File: src/common/uart_settings.svh
`ifndef UART_SETTINGS_SVH
`define UART_SETTINGS_SVH

`define UART_DATA_W   32   // One APB word
`define UART_ADDR_W   12
`define UART_MIN_BAUD 4    // Smaller BRR values are raised to this

// Control register fields
`define UART_CR_EN      0
`define UART_CR_TXEN    1
`define UART_CR_RXEN    2
`define UART_CR_PAR_EN  3
`define UART_CR_PAR_ODD 4
`define UART_CR_STOP2   5
`define UART_CR_LEN_LO  8
`define UART_CR_LEN_HI  11

// Status and interrupt enable bits share positions
`define UART_SR_TXE  0     // TX buffer empty
`define UART_SR_RXF  1     // RX buffer full
`define UART_IER_TXE 0
`define UART_IER_RXF 1

`endif

File: src/common/uart_bus_pkg.sv
`include "uart_settings.svh"

package uart_bus_pkg;

    typedef logic [`UART_DATA_W-1:0]   uart_word_t;
    typedef logic [`UART_ADDR_W-1:0]   uart_addr_t;
    typedef logic [`UART_DATA_W/8-1:0] uart_strb_t;

    // Word index of each register
    typedef enum logic [2:0] {
        DR  = 3'd0,
        CR  = 3'd1,
        SR  = 3'd2,
        BRR = 3'd3,
        IER = 3'd4
    } uart_reg_idx_e;

    // Requester side of an APB transfer
    typedef struct packed {
        uart_addr_t paddr;
        logic       psel;
        logic       penable;
        logic       pwrite;
        uart_word_t pwdata;
        uart_strb_t pstrb;
    } apb_req_t;

    // Completer side
    typedef struct packed {
        uart_word_t prdata;
        logic       pready;
        logic       pslverr;
    } apb_rsp_t;

endpackage

File: src/common/uart_line_pkg.sv
`include "uart_settings.svh"

package uart_line_pkg;

    // Frame format as seen by both directions
    typedef struct packed {
        logic [`UART_CR_LEN_HI-`UART_CR_LEN_LO:0] data_len;  // 5 to 8, else 8
        logic                                     par_en;
        logic                                     par_odd;
        logic                                     stop2;
    } frame_cfg_t;

    typedef enum logic [2:0] {
        TX_IDLE,
        TX_START,
        TX_DATA,
        TX_PARITY,
        TX_STOP
    } tx_state_e;

    typedef enum logic [2:0] {
        RX_IDLE,
        RX_START,
        RX_DATA,
        RX_PARITY,
        RX_STOP
    } rx_state_e;

    // Number of data bits, out-of-range lengths fall back to 8
    function automatic logic [3:0] frame_len(frame_cfg_t cfg);
        if (cfg.data_len >= 4'd5 && cfg.data_len <= 4'd8) begin
            return cfg.data_len;
        end
        return 4'd8;
    endfunction

endpackage

File: src/rtl/uart_baud_timer.sv
`timescale 1ns/100ps
`include "uart_settings.svh"

module uart_baud_timer (
    input  logic                     clk,
    input  logic                     rst,
    input  logic                     run,
    input  logic                     restart,
    input  uart_bus_pkg::uart_word_t baud_div,
    output logic                     mid_tick,
    output logic                     bit_tick
);
    import uart_bus_pkg::*;

    uart_word_t div_eff;
    uart_word_t cnt;

    // Bit period in clock cycles
    assign div_eff = (baud_div < uart_word_t'(`UART_MIN_BAUD)) ?
                     uart_word_t'(`UART_MIN_BAUD) : baud_div;

    assign mid_tick = run && (cnt == (div_eff >> 1));
    assign bit_tick = run && (cnt == '0);   // Last cycle of the bit

    always_ff @(posedge clk) begin
        if (rst) begin
            cnt <= '0;
        end else if (restart) begin
            cnt <= div_eff - 1'b1;
        end else if (run) begin
            if (cnt == '0) begin
                cnt <= div_eff - 1'b1;   // Next bit
            end else begin
                cnt <= cnt - 1'b1;
            end
        end
    end

endmodule

File: src/uart/uart_tx.sv
`timescale 1ns/100ps

module uart_tx (
    input  logic                      clk,
    input  logic                      rst,
    input  logic                      enable,
    input  uart_line_pkg::frame_cfg_t cfg,
    input  uart_bus_pkg::uart_word_t  baud_div,
    input  uart_bus_pkg::uart_word_t  tx_data,
    input  logic                      tx_valid,
    output logic                      tx_ready,
    output logic                      tx_busy,
    output logic                      txd
);
    import uart_line_pkg::*;

    tx_state_e  state;
    logic [7:0] shift;
    logic [3:0] bit_cnt;     // Data bits already on the line
    logic       stop_cnt;
    logic       par;
    logic       bit_tick;
    logic [3:0] len;

    assign len      = frame_len(cfg);
    assign tx_ready = (state == TX_IDLE) && enable && tx_valid;
    assign tx_busy  = (state != TX_IDLE);

    uart_baud_timer i_timer (
        .clk      (clk),
        .rst      (rst),
        .run      (tx_busy),
        .restart  (tx_ready),
        .baud_div (baud_div),
        .mid_tick (),
        .bit_tick (bit_tick)
    );

    always_ff @(posedge clk) begin
        if (rst) begin
            state    <= TX_IDLE;
            bit_cnt  <= '0;
            stop_cnt <= 1'b0;
            par      <= 1'b0;
            txd      <= 1'b1;
        end else begin
            case (state)
                TX_IDLE: begin
                    if (tx_ready) begin
                        shift <= tx_data[7:0];
                        par   <= cfg.par_odd;   // Odd parity starts from one
                        txd   <= 1'b0;          // Start bit
                        state <= TX_START;
                    end
                end
                TX_START: begin
                    if (bit_tick) begin
                        txd     <= shift[0];
                        par     <= par ^ shift[0];
                        shift   <= shift >> 1;
                        bit_cnt <= 4'd1;
                        state   <= TX_DATA;
                    end
                end
                TX_DATA: begin
                    if (bit_tick && bit_cnt == len) begin
                        if (cfg.par_en) begin
                            txd   <= par;
                            state <= TX_PARITY;
                        end else begin
                            txd      <= 1'b1;
                            stop_cnt <= 1'b0;
                            state    <= TX_STOP;
                        end
                    end else if (bit_tick) begin
                        txd     <= shift[0];   // LSB first
                        par     <= par ^ shift[0];
                        shift   <= shift >> 1;
                        bit_cnt <= bit_cnt + 1'b1;
                    end
                end
                TX_PARITY: begin
                    if (bit_tick) begin
                        txd      <= 1'b1;
                        stop_cnt <= 1'b0;
                        state    <= TX_STOP;
                    end
                end
                TX_STOP: begin
                    if (bit_tick) begin
                        if (cfg.stop2 && !stop_cnt) begin
                            stop_cnt <= 1'b1;
                        end else begin
                            state <= TX_IDLE;
                        end
                    end
                end
                default: state <= TX_IDLE;
            endcase
        end
    end

endmodule

File: src/uart/uart_rx.sv
`timescale 1ns/100ps

module uart_rx (
    input  logic                      clk,
    input  logic                      rst,
    input  logic                      enable,
    input  uart_line_pkg::frame_cfg_t cfg,
    input  uart_bus_pkg::uart_word_t  baud_div,
    input  logic                      rxd,
    output uart_bus_pkg::uart_word_t  rx_data,
    output logic                      rx_valid,
    input  logic                      rx_ready,
    output logic                      rx_busy
);
    import uart_bus_pkg::*;
    import uart_line_pkg::*;

    rx_state_e  state;
    logic       rxd_meta;
    logic       rxd_s;
    logic [7:0] shift;       // Bits enter at the top
    logic [3:0] bit_cnt;
    logic       stop_cnt;
    logic       mid_tick;
    logic       bit_tick;
    logic       start_det;
    logic       frame_end;
    logic [3:0] len;

    assign len       = frame_len(cfg);
    assign rx_busy   = (state != RX_IDLE);
    assign start_det = (state == RX_IDLE) && enable && !rxd_s;
    // Middle of the last stop bit
    assign frame_end = (state == RX_STOP) && mid_tick && (!cfg.stop2 || stop_cnt);

    uart_baud_timer i_timer (
        .clk      (clk),
        .rst      (rst),
        .run      (rx_busy),
        .restart  (start_det),
        .baud_div (baud_div),
        .mid_tick (mid_tick),
        .bit_tick (bit_tick)
    );

    always_ff @(posedge clk) begin
        if (rst) begin
            rxd_meta <= 1'b1;
            rxd_s    <= 1'b1;
        end else begin
            rxd_meta <= rxd;
            rxd_s    <= rxd_meta;
        end
    end

    // Right-aligned result, upper bits zero
    always_ff @(posedge clk) begin
        if (frame_end) begin
            rx_data <= uart_word_t'(shift) >> (4'd8 - len);
        end
    end

    always_ff @(posedge clk) begin
        if (rst) begin
            state    <= RX_IDLE;
            bit_cnt  <= '0;
            stop_cnt <= 1'b0;
            rx_valid <= 1'b0;
        end else begin
            rx_valid <= frame_end && rx_ready;   // Dropped when buffer is full
            case (state)
                RX_IDLE: begin
                    if (start_det) begin
                        state <= RX_START;
                    end
                end
                RX_START: begin
                    if (mid_tick && rxd_s) begin
                        state <= RX_IDLE;     // Glitch, not a start bit
                    end else if (bit_tick) begin
                        bit_cnt <= '0;
                        state   <= RX_DATA;
                    end
                end
                RX_DATA: begin
                    if (mid_tick) begin
                        shift   <= {rxd_s, shift[7:1]};
                        bit_cnt <= bit_cnt + 1'b1;
                    end else if (bit_tick && bit_cnt == len) begin
                        stop_cnt <= 1'b0;
                        state    <= cfg.par_en ? RX_PARITY : RX_STOP;
                    end
                end
                RX_PARITY: begin
                    if (bit_tick) begin
                        state <= RX_STOP;     // Parity value is ignored
                    end
                end
                RX_STOP: begin
                    if (frame_end) begin
                        state <= RX_IDLE;
                    end else if (bit_tick) begin
                        stop_cnt <= 1'b1;
                    end
                end
                default: state <= RX_IDLE;
            endcase
        end
    end

endmodule

File: src/uart/uart_regs.sv
`timescale 1ns/100ps
`include "uart_settings.svh"

module uart_regs (
    input  logic                      clk,
    input  logic                      rst,
    input  uart_bus_pkg::apb_req_t    apb_req,
    output uart_bus_pkg::apb_rsp_t    apb_rsp,
    output uart_line_pkg::frame_cfg_t cfg,
    output logic                      tx_en,
    output logic                      rx_en,
    output uart_bus_pkg::uart_word_t  baud_div,
    output uart_bus_pkg::uart_word_t  tx_data,
    output logic                      tx_valid,
    input  logic                      tx_ready,
    input  logic                      tx_busy,
    input  uart_bus_pkg::uart_word_t  rx_data,
    input  logic                      rx_valid,
    output logic                      rx_ready,
    input  logic                      rx_busy,
    output logic                      irq
);
    import uart_bus_pkg::*;

    uart_word_t    cr_q;
    uart_word_t    brr_q;
    uart_word_t    ier_q;
    uart_word_t    sr_val;
    uart_word_t    tx_buf;
    uart_word_t    rx_buf;
    logic          tx_empty;
    logic          rx_full;
    uart_word_t    prdata_q;
    logic          pready_q;
    logic          pslverr_q;
    uart_word_t    mask;
    uart_word_t    new_cr;
    uart_reg_idx_e idx;
    logic          idx_ok;
    logic          pending;
    logic          cr_wait;      // CR write that changes the frame setting

    always_comb begin
        for (int i = 0; i < `UART_DATA_W/8; i++) begin
            mask[i*8 +: 8] = apb_req.pstrb[i] ? 8'hff : 8'h00;
        end
        new_cr = (apb_req.pwdata & mask) | (cr_q & ~mask);
        sr_val = '0;
        sr_val[`UART_SR_TXE] = tx_empty;
        sr_val[`UART_SR_RXF] = rx_full;
    end

    assign idx     = uart_reg_idx_e'(apb_req.paddr[4:2]);
    assign idx_ok  = (apb_req.paddr[`UART_ADDR_W-1:5] == '0);
    assign pending = apb_req.psel && !pready_q;
    assign cr_wait = pending && apb_req.pwrite && idx_ok && (idx == CR) && (new_cr != cr_q);

    assign apb_rsp = '{prdata: prdata_q, pready: pready_q, pslverr: pslverr_q};

    assign cfg.data_len = cr_q[`UART_CR_LEN_HI:`UART_CR_LEN_LO];
    assign cfg.par_en   = cr_q[`UART_CR_PAR_EN];
    assign cfg.par_odd  = cr_q[`UART_CR_PAR_ODD];
    assign cfg.stop2    = cr_q[`UART_CR_STOP2];

    // No new frame may start while a CR change is waiting
    assign tx_en    = cr_q[`UART_CR_EN] && cr_q[`UART_CR_TXEN] && !cr_wait;
    assign rx_en    = cr_q[`UART_CR_EN] && cr_q[`UART_CR_RXEN] && !cr_wait;
    assign baud_div = brr_q;
    assign tx_data  = tx_buf;
    assign tx_valid = !tx_empty;
    assign rx_ready = !rx_full;

    assign irq = cr_q[`UART_CR_EN] &&
                 ((tx_empty && ier_q[`UART_IER_TXE]) || (rx_full && ier_q[`UART_IER_RXF]));

    always_ff @(posedge clk) begin
        if (rst) begin
            cr_q      <= '0;
            brr_q     <= '0;
            ier_q     <= '0;
            tx_empty  <= 1'b1;
            rx_full   <= 1'b0;
            prdata_q  <= '0;
            pready_q  <= 1'b0;
            pslverr_q <= 1'b0;
        end else begin
            if (pending && !idx_ok) begin
                pready_q  <= 1'b1;
                pslverr_q <= 1'b1;
            end else if (pending) begin
                case (idx)
                    DR: begin
                        pready_q <= 1'b1;
                        if (apb_req.pwrite && tx_en && tx_empty) begin
                            tx_buf   <= apb_req.pwdata;
                            tx_empty <= 1'b0;
                        end else if (!apb_req.pwrite && rx_en && rx_full) begin
                            prdata_q <= rx_buf;
                            rx_full  <= 1'b0;
                        end else begin
                            pslverr_q <= 1'b1;   // Buffer not ready or disabled
                        end
                    end
                    CR: begin
                        if (!apb_req.pwrite) begin
                            prdata_q <= cr_q;
                            pready_q <= 1'b1;
                        end else if (!(cr_wait && (tx_busy || rx_busy))) begin
                            cr_q     <= new_cr;   // Held off while a frame runs
                            pready_q <= 1'b1;
                        end
                    end
                    SR: begin
                        pready_q <= 1'b1;
                        if (apb_req.pwrite) begin
                            pslverr_q <= 1'b1;
                        end else begin
                            prdata_q <= sr_val;
                        end
                    end
                    BRR: begin
                        pready_q <= 1'b1;
                        if (apb_req.pwrite) begin
                            brr_q <= (apb_req.pwdata & mask) | (brr_q & ~mask);
                        end else begin
                            prdata_q <= brr_q;
                        end
                    end
                    IER: begin
                        pready_q <= 1'b1;
                        if (apb_req.pwrite) begin
                            ier_q <= (apb_req.pwdata & mask) | (ier_q & ~mask);
                        end else begin
                            prdata_q <= ier_q;
                        end
                    end
                    default: begin
                        pready_q  <= 1'b1;
                        pslverr_q <= 1'b1;
                    end
                endcase
            end else if (apb_req.psel && apb_req.penable && pready_q) begin
                prdata_q  <= '0;
                pready_q  <= 1'b0;
                pslverr_q <= 1'b0;
            end

            // Handshakes never collide with the bus updates above
            if (tx_valid && tx_ready) begin
                tx_empty <= 1'b1;
            end
            if (rx_valid && rx_ready) begin
                rx_full <= 1'b1;
            end
        end
    end

    always_ff @(posedge clk) begin
        if (rx_valid && rx_ready) begin
            rx_buf <= rx_data;
        end
    end

endmodule

File: src/uart/uart_top.sv
`timescale 1ns/100ps

module uart_top (
    input  logic                   clk,
    input  logic                   rst,
    input  uart_bus_pkg::apb_req_t apb_req,
    output uart_bus_pkg::apb_rsp_t apb_rsp,
    output logic                   irq,
    output logic                   txd,
    input  logic                   rxd
);
    import uart_bus_pkg::*;
    import uart_line_pkg::*;

    frame_cfg_t cfg;
    uart_word_t baud_div;
    uart_word_t tx_data;
    uart_word_t rx_data;
    logic       tx_en;
    logic       rx_en;
    logic       tx_valid;
    logic       tx_ready;
    logic       tx_busy;
    logic       rx_valid;
    logic       rx_ready;
    logic       rx_busy;

    uart_regs i_regs (
        .clk      (clk),
        .rst      (rst),
        .apb_req  (apb_req),
        .apb_rsp  (apb_rsp),
        .cfg      (cfg),
        .tx_en    (tx_en),
        .rx_en    (rx_en),
        .baud_div (baud_div),
        .tx_data  (tx_data),
        .tx_valid (tx_valid),
        .tx_ready (tx_ready),
        .tx_busy  (tx_busy),
        .rx_data  (rx_data),
        .rx_valid (rx_valid),
        .rx_ready (rx_ready),
        .rx_busy  (rx_busy),
        .irq      (irq)
    );

    uart_tx i_tx (
        .clk      (clk),
        .rst      (rst),
        .enable   (tx_en),
        .cfg      (cfg),
        .baud_div (baud_div),
        .tx_data  (tx_data),
        .tx_valid (tx_valid),
        .tx_ready (tx_ready),
        .tx_busy  (tx_busy),
        .txd      (txd)
    );

    uart_rx i_rx (
        .clk      (clk),
        .rst      (rst),
        .enable   (rx_en),
        .cfg      (cfg),
        .baud_div (baud_div),
        .rxd      (rxd),
        .rx_data  (rx_data),
        .rx_valid (rx_valid),
        .rx_ready (rx_ready),
        .rx_busy  (rx_busy)
    );

endmodule

File: config.mk
export PLATFORM = sky130hd
export DESIGN_NAME = uart_top
export DESIGN_NICKNAME = d
export VERILOG_FILES = /design/src/common/uart_bus_pkg.sv /design/src/common/uart_line_pkg.sv /design/src/rtl/uart_baud_timer.sv /design/src/uart/uart_tx.sv /design/src/uart/uart_rx.sv /design/src/uart/uart_regs.sv /design/src/uart/uart_top.sv
export VERILOG_INCLUDE_DIRS = /design/src /design/src/common
export SDC_FILE = /design/constraint.sdc
export NUM_CORES = 1
export LEC_CHECK = 0
export ABC_CLOCK_PERIOD_IN_PS = 3600
export BUFFER_PORTS_ARGS = -buffer_cell sky130_fd_sc_hd__buf_2
export CORE_ASPECT_RATIO = 1.5
export CORE_MARGIN = 2
export CORE_UTILIZATION = 40
export DETAILED_ROUTE_END_ITERATION = 8
export GPL_ROUTABILITY_DRIVEN = 1
export HOLD_SLACK_MARGIN = 0.02
export MAX_ROUTING_LAYER = met4
export SLEW_MARGIN = 40
export SYNTH_ARGS = -nofsm -noshare
export SYNTH_HDL_FRONTEND = slang
export SYNTH_SLANG_ARGS = --single-unit
File: constraint.sdc
create_clock -name clk -period 3.6 [get_ports clk]
set_input_delay 0.54 -clock clk [delete_from_list [all_inputs] [get_ports clk]]
set_output_delay 0.54 -clock clk [all_outputs]
set_load 0.005 [all_outputs]
After elaboration in Yosys (flattened, before gate mapping)
Cells that the tools add are included.

operators by class
  muxes and demuxes = 90
  divide/modulo/power cells = 0
  $mul = 0
  $lt $le $gt $ge = 3
  reductions and logical operators = 91
  shifts and indexed selects = 1
  equality and inequality tests = 51
  add/sub/neg operators = 6
  bitwise operators = 12

operator list
  operator                                                               number
  32-bit two-way mux                                                     15
  32-bit case mux with 5 select lines                                    1
  32-bit AND                                                             4
  32-bit bitwise OR                                                      3
  32-bit by 1-bit subtractor with 32-bit output, second input constant   3
  32-bit zero test                                                       2
  8-bit two-way mux                                                      7
  3-bit two-way mux                                                      14
  1-bit logical AND                                                      37
  1-bit two-way mux                                                      35
  32-bit by 31-bit == test with 1-bit output                             1
  32-bit by 3-bit < comparator with 1-bit output, second input constant  1
  4-bit two-way mux                                                      8
  32-bit != test                                                         1
  32-bit NOT                                                             1
  8-bit by 4-bit right shift with 32-bit output                          1
  3-bit case mux with 5 select lines                                     2
  5-bit AND reduction                                                    5
  2-bit by 1-bit != test with 1-bit output, second input constant        12
  8-bit case mux with 3 select lines                                     1
  4-bit AND reduction                                                    6
  3-bit != test, second input constant                                   7
  2-bit != test, second input constant                                   10
  3-bit by 2-bit == test with 1-bit output, second input constant        6
  30 further kinds                                                       71

storage, ports and cells
  bits in writable memories = 0
  bits in latches = 0
  memories = 0
  flip-flop bits (word level) = 305
  ROM bits = 0

Logic depth before layout (Yosys ltp)
  depth in word-level cells = 16
  gate-level depth with buffers = 14
  mapped depth without buffers = 13

Cells and area by module
Synthesis repeated with hierarchy kept, for this count alone.

second synthesis, totals
  cells, all modules = 2,056
  area total of the unflattened synthesis = 18,022.3 µm²

modules (own cells, without submodules)
  module           area each (µm²)  times used  seq. area each (µm²)  cells an instance
  uart_regs        8,848.5          1           4,564.4               971
  uart_baud_timer  3,168.0          2           640.6                 406
  uart_rx          1,671.6          1           700.7                 156
  uart_tx          1,166.1          1           440.4                 117

Least setup slack after synthesis
Ideal clock, no wire load.

  kind = input port to flip-flop
  from = input port apb_req[16] (netlist bit)
  to = register i_tx.shift[0], enable pin
  required time = 3,230 ps
  setup time = 370 ps
  arrival time = 2,550 ps
  stages = 8
  setup slack = 680 ps
  cell sequence = xor2_1 > a2111oi_0 > nand4_1 > a211oi_1 > a21o_1 > clkbuf_1 > nor2_1 > nor2_1

between the ends
  longest elaborated chain between the ends = 10

ends and longest elaborated chain
  element                          RTL line         text
  start: declaration               uart_top.sv:6    input uart_bus_pkg::apb_req_t apb_req,
  32-bit AND                       uart_regs.sv:47  new_cr = (apb_req.pwdata & mask) | (cr_q & ~mask);
  32-bit bitwise OR                uart_regs.sv:47
  32-bit != test                   uart_regs.sv:56  assign cr_wait = pending && apb_req.pwrite && idx_ok && (idx == CR) && (new_cr != cr_q);
  1-bit logical AND                uart_regs.sv:56
  1-bit zero test                  uart_regs.sv:66  assign tx_en = cr_q[`UART_CR_EN] && cr_q[`UART_CR_TXEN] && !cr_wait;
  1-bit logical AND                uart_regs.sv:66
  1-bit logical AND (2 in series)  uart_tx.sv:26    assign tx_ready = (state == TX_IDLE) && enable && tx_valid;
  2-bit != test (no line)          n/a
  4-bit AND reduction (no line)    n/a
  end signal: assignment           uart_tx.sv:50    shift <= tx_data[7:0];
  end signal: assignment           uart_tx.sv:60    shift <= shift >> 1;
  end signal: assignment           uart_tx.sv:78    shift <= shift >> 1;
  end: declaration                 uart_tx.sv:18    logic [7:0] shift;

No other way between the ends.
A chain may end at the register's enable or synchronous reset.

==> qor.csv <==
metric,value,unit
status,"complete, no violations",
H-tree Lvls,1,
area delta synth->final,15.9,%
CP arrival,3790,ps
vias per inst,5.91,
pre-CTS setup slack,290,ps
Critical Path Source Type,register,
Required @ worst endpoint,4080,ps
Synth Area per Inst,8.12,µm²
Final Setup Violations,0,
register area share after synthesis,38.4,%
minimum clock period,3310,ps
Reg area,0.00555,mm²
vias in the first global route,13533,
sequential power share,24.0,%
final instance area,0.0168,mm²
Top Ports,90,
largest net degree at the start of global routing,58,
CTS Buf Count,26,
clk sinks,257,
CORE AREA,0.0357,mm²
unrepaired setup endpoints after global routing,no,
Hold Crit Class,in -> reg,
library cells used by synthesis,89,
antenna violations before repair,0,
Synth Flop Type,dfxtp_1,
final worst slack,295,ps
routability cong.,0.939,
"Clk pin slew, worst setup/hold paths",60,ps
Placement Cell Area,0.0159,mm²
multi-input logic area,0.00825,mm²
post-route insts no fill,2371,
Fmax,303,MHz
Worst Setup End Kind,register,
Site Rows,85,
Post-synth EDFFs,40,
pwr dens,831,mW/mm²
worst-margin pin slew,809,ps
Pre-Repair DR Iteration Count,5,
filler cell count,3613,
period utilization,91.8,%
antenna fix cells,0,
"Slowest-stage cell, CP",nor4_1,
Worst-Skew Late Latency,570,ps
Clk pwr share,20.2,%
Synth top area share,30.1,%
max_cap viols,0,
PortBufs,87,
Die ar.,0.0377,mm²
layout cells sized above 1,16.7,%
Static Leak,6.33,nW
switching power of the nets,6.61,mW
DP Cell Count,2323,
initial core utilization,40.4,%
total grt overflow,0,
Vias,14008,
crit path cell chain,nor4_1 > and2_1 > nand4_1 > nand2_1 > ha_1 > nand2b_1 > nor2_1 > o31ai_2 > buf_4 > or3_1 > a21oi_1 > mux2i_1 > o22ai_1,
DRT antenna net count,0,
fin nets,1934,
"FF+latch count, synth",257,
Logic pwr share,55.8,%
CTS tree,done,
Ys Warns,0,
count of pins over their slew limit,0,
Max VDD drop,987,µV
ys async rst share,0,%
final hold violations,0,
routed wire length,48.9,mm
cell count after synthesis,1780,
drc violations,0,
Post-Syn Area,0.0145,mm²
post-layout util,46.9,%
critical path type,reg -> reg,
Clock Skew,21.2,ps
Hold Buf Count CTS,0,
internal power,7.31,mW
die height,237,µm
Critical Path Max Stage Delay,440,ps
hpwl dp,36.7,mm
"top cells by area, synth","dfxtp_1 (30%), edfxtp_1 (8.3%), nand2_1 (5.8%)",
clk root buf,clkbuf_16,
R2R Setup Slk,290,ps
CTS-repair resized insts,0,
Yosys top cell by area,dfxtp_1,
Max clock buf depth,3,
switching share of power,47.5,%
"Net Count, Synth",1841,
DRT iter0 DRCs,1081,
DR WL/cell,20.6,µm
post-CTS setup buffers,0,
first-pass GRT wire length,76.1,mm
setup TNS,0,ps
Slew headroom,45.6,%
Total GRT Usage,26.1,%
Die Wd,159,µm
CP max FO,9,
-- kinds of logic after synthesis --
| logic type | after synthesis | synth area share, % |
|---|---|---|
| AOI/OAI and AO/OA | 429 | 18.6 |
| muxes | 71 | 5.19 |
| adders and majority gates | 7 | 0.606 |
| xor gates and xnor gates | 90 | 5.45 |
| DFF | 257 | 38.4 |
| buffers and inverters | 173 | 4.88 |
| and+or+nand+nor | 753 | 26.9 |
-- power groups by stage --
stage | Sequential, mW | Clock (mW) | Combinational, mW
after CTS | 3.29 | 2.85 | 7.08
after floorplan | 3.35 | 0 | 6.47
after detailed placement | 3.35 | 0 | 7.04
after global placement | 3.34 | 0 | 6.68
final | 3.34 | 2.82 | 7.76
after global routing | 3.33 | 2.96 | 7.75
-- final cells by class --
class / instances / area share (%)
timing repair buffer: 205 / 8.15
clock inverter: 11 / 0.590
inverter: 33 / 0.739
tap: 478 / 3.57
clock buffer: 37 / 4.62
multi-input combinational: 1350 / 49.2
sequential: 257 / 33.1
-- layout by cell type (no fill, tap or decap), drive strengths merged, types with 16 or more instances in the layout --
master	count
or3	16
a21oi	147
xnor2	57
nand4	32
edfxtp	40
nor2	134
inv	34
clkbuf	37
a31oi	18
nor3	56
a22oi	28
buf	205
o31ai	22
nand2	226
xor2	33
mux2i	57
o21ai	100
nor4	68
dfxtp	217
nand3	121
or4	18
-- final timing paths --
kind                                                          end                     start  depth (start not counted)
worst max-delay path            i_tx.i_timer.cnt[18]$_SDFFE_PP0P_                  register                         13
worst min-delay path                     i_rx.rxd_meta$_SDFF_PP1_                       rxd                          2
worst max register to register  i_tx.i_timer.cnt[18]$_SDFFE_PP0P_                  register                         13
worst min register to register              i_rx.rxd_s$_SDFF_PP1_  i_rx.rxd_meta$_SDFF_PP1_                          1
-- layer usage --
metal / up-vias / GRT usage [%] / share of wire, % / wire length [µm]
li1: 6689 / - / - / -
met1: 6696 / 29.5 / 40 / 19300
met2: 453 / 44.8 / 50 / 24300
met3: 170 / 2.24 / 4.3 / 2100
met4: 0 / 16.0 / 6.5 / 3200
met5: - / - / 0 / 0
-- per-stage QoR --
step | hold WS, ps | total power, mW
3_3_place_gp | 400 | 10.0
4_1_cts | 148 | 13.2
2_1_floorplan | 389 | 9.82
3_5_place_dp | 400 | 10.4
6_report | 157 | 13.9
5_1_grt | 167 | 14.0
-- cell usage after synthesis, types with 21 or more instances --
library cell	number
nand2_1	225
dfxtp_1	217
a21oi_1	144
nor2_1	133
nand3_1	120
clkbuf_1	102
o21ai_0	97
nor4_1	58
mux2i_1	57
xnor2_1	57
nor3_1	53
edfxtp_1	40
xor2_1	33
inv_1	32
nand4_1	32
a22oi_1	28
buf_2	27
o31ai_1	21
-- worst max-delay path, delay by kind of cell, from the launching register on --
kind | cells | cell delay [ps]
AND/OR/NAND/NOR | 7 | 1700
AO/OA/AOI/OAI | 3 | 660
flip-flops | 1 | 320
adder cells (fa/ha/maj) | 1 | 200
buffers and inverters | 1 | 200
multiplexers | 1 | 140
Note: power is estimated with default switching activity, not from simulation.
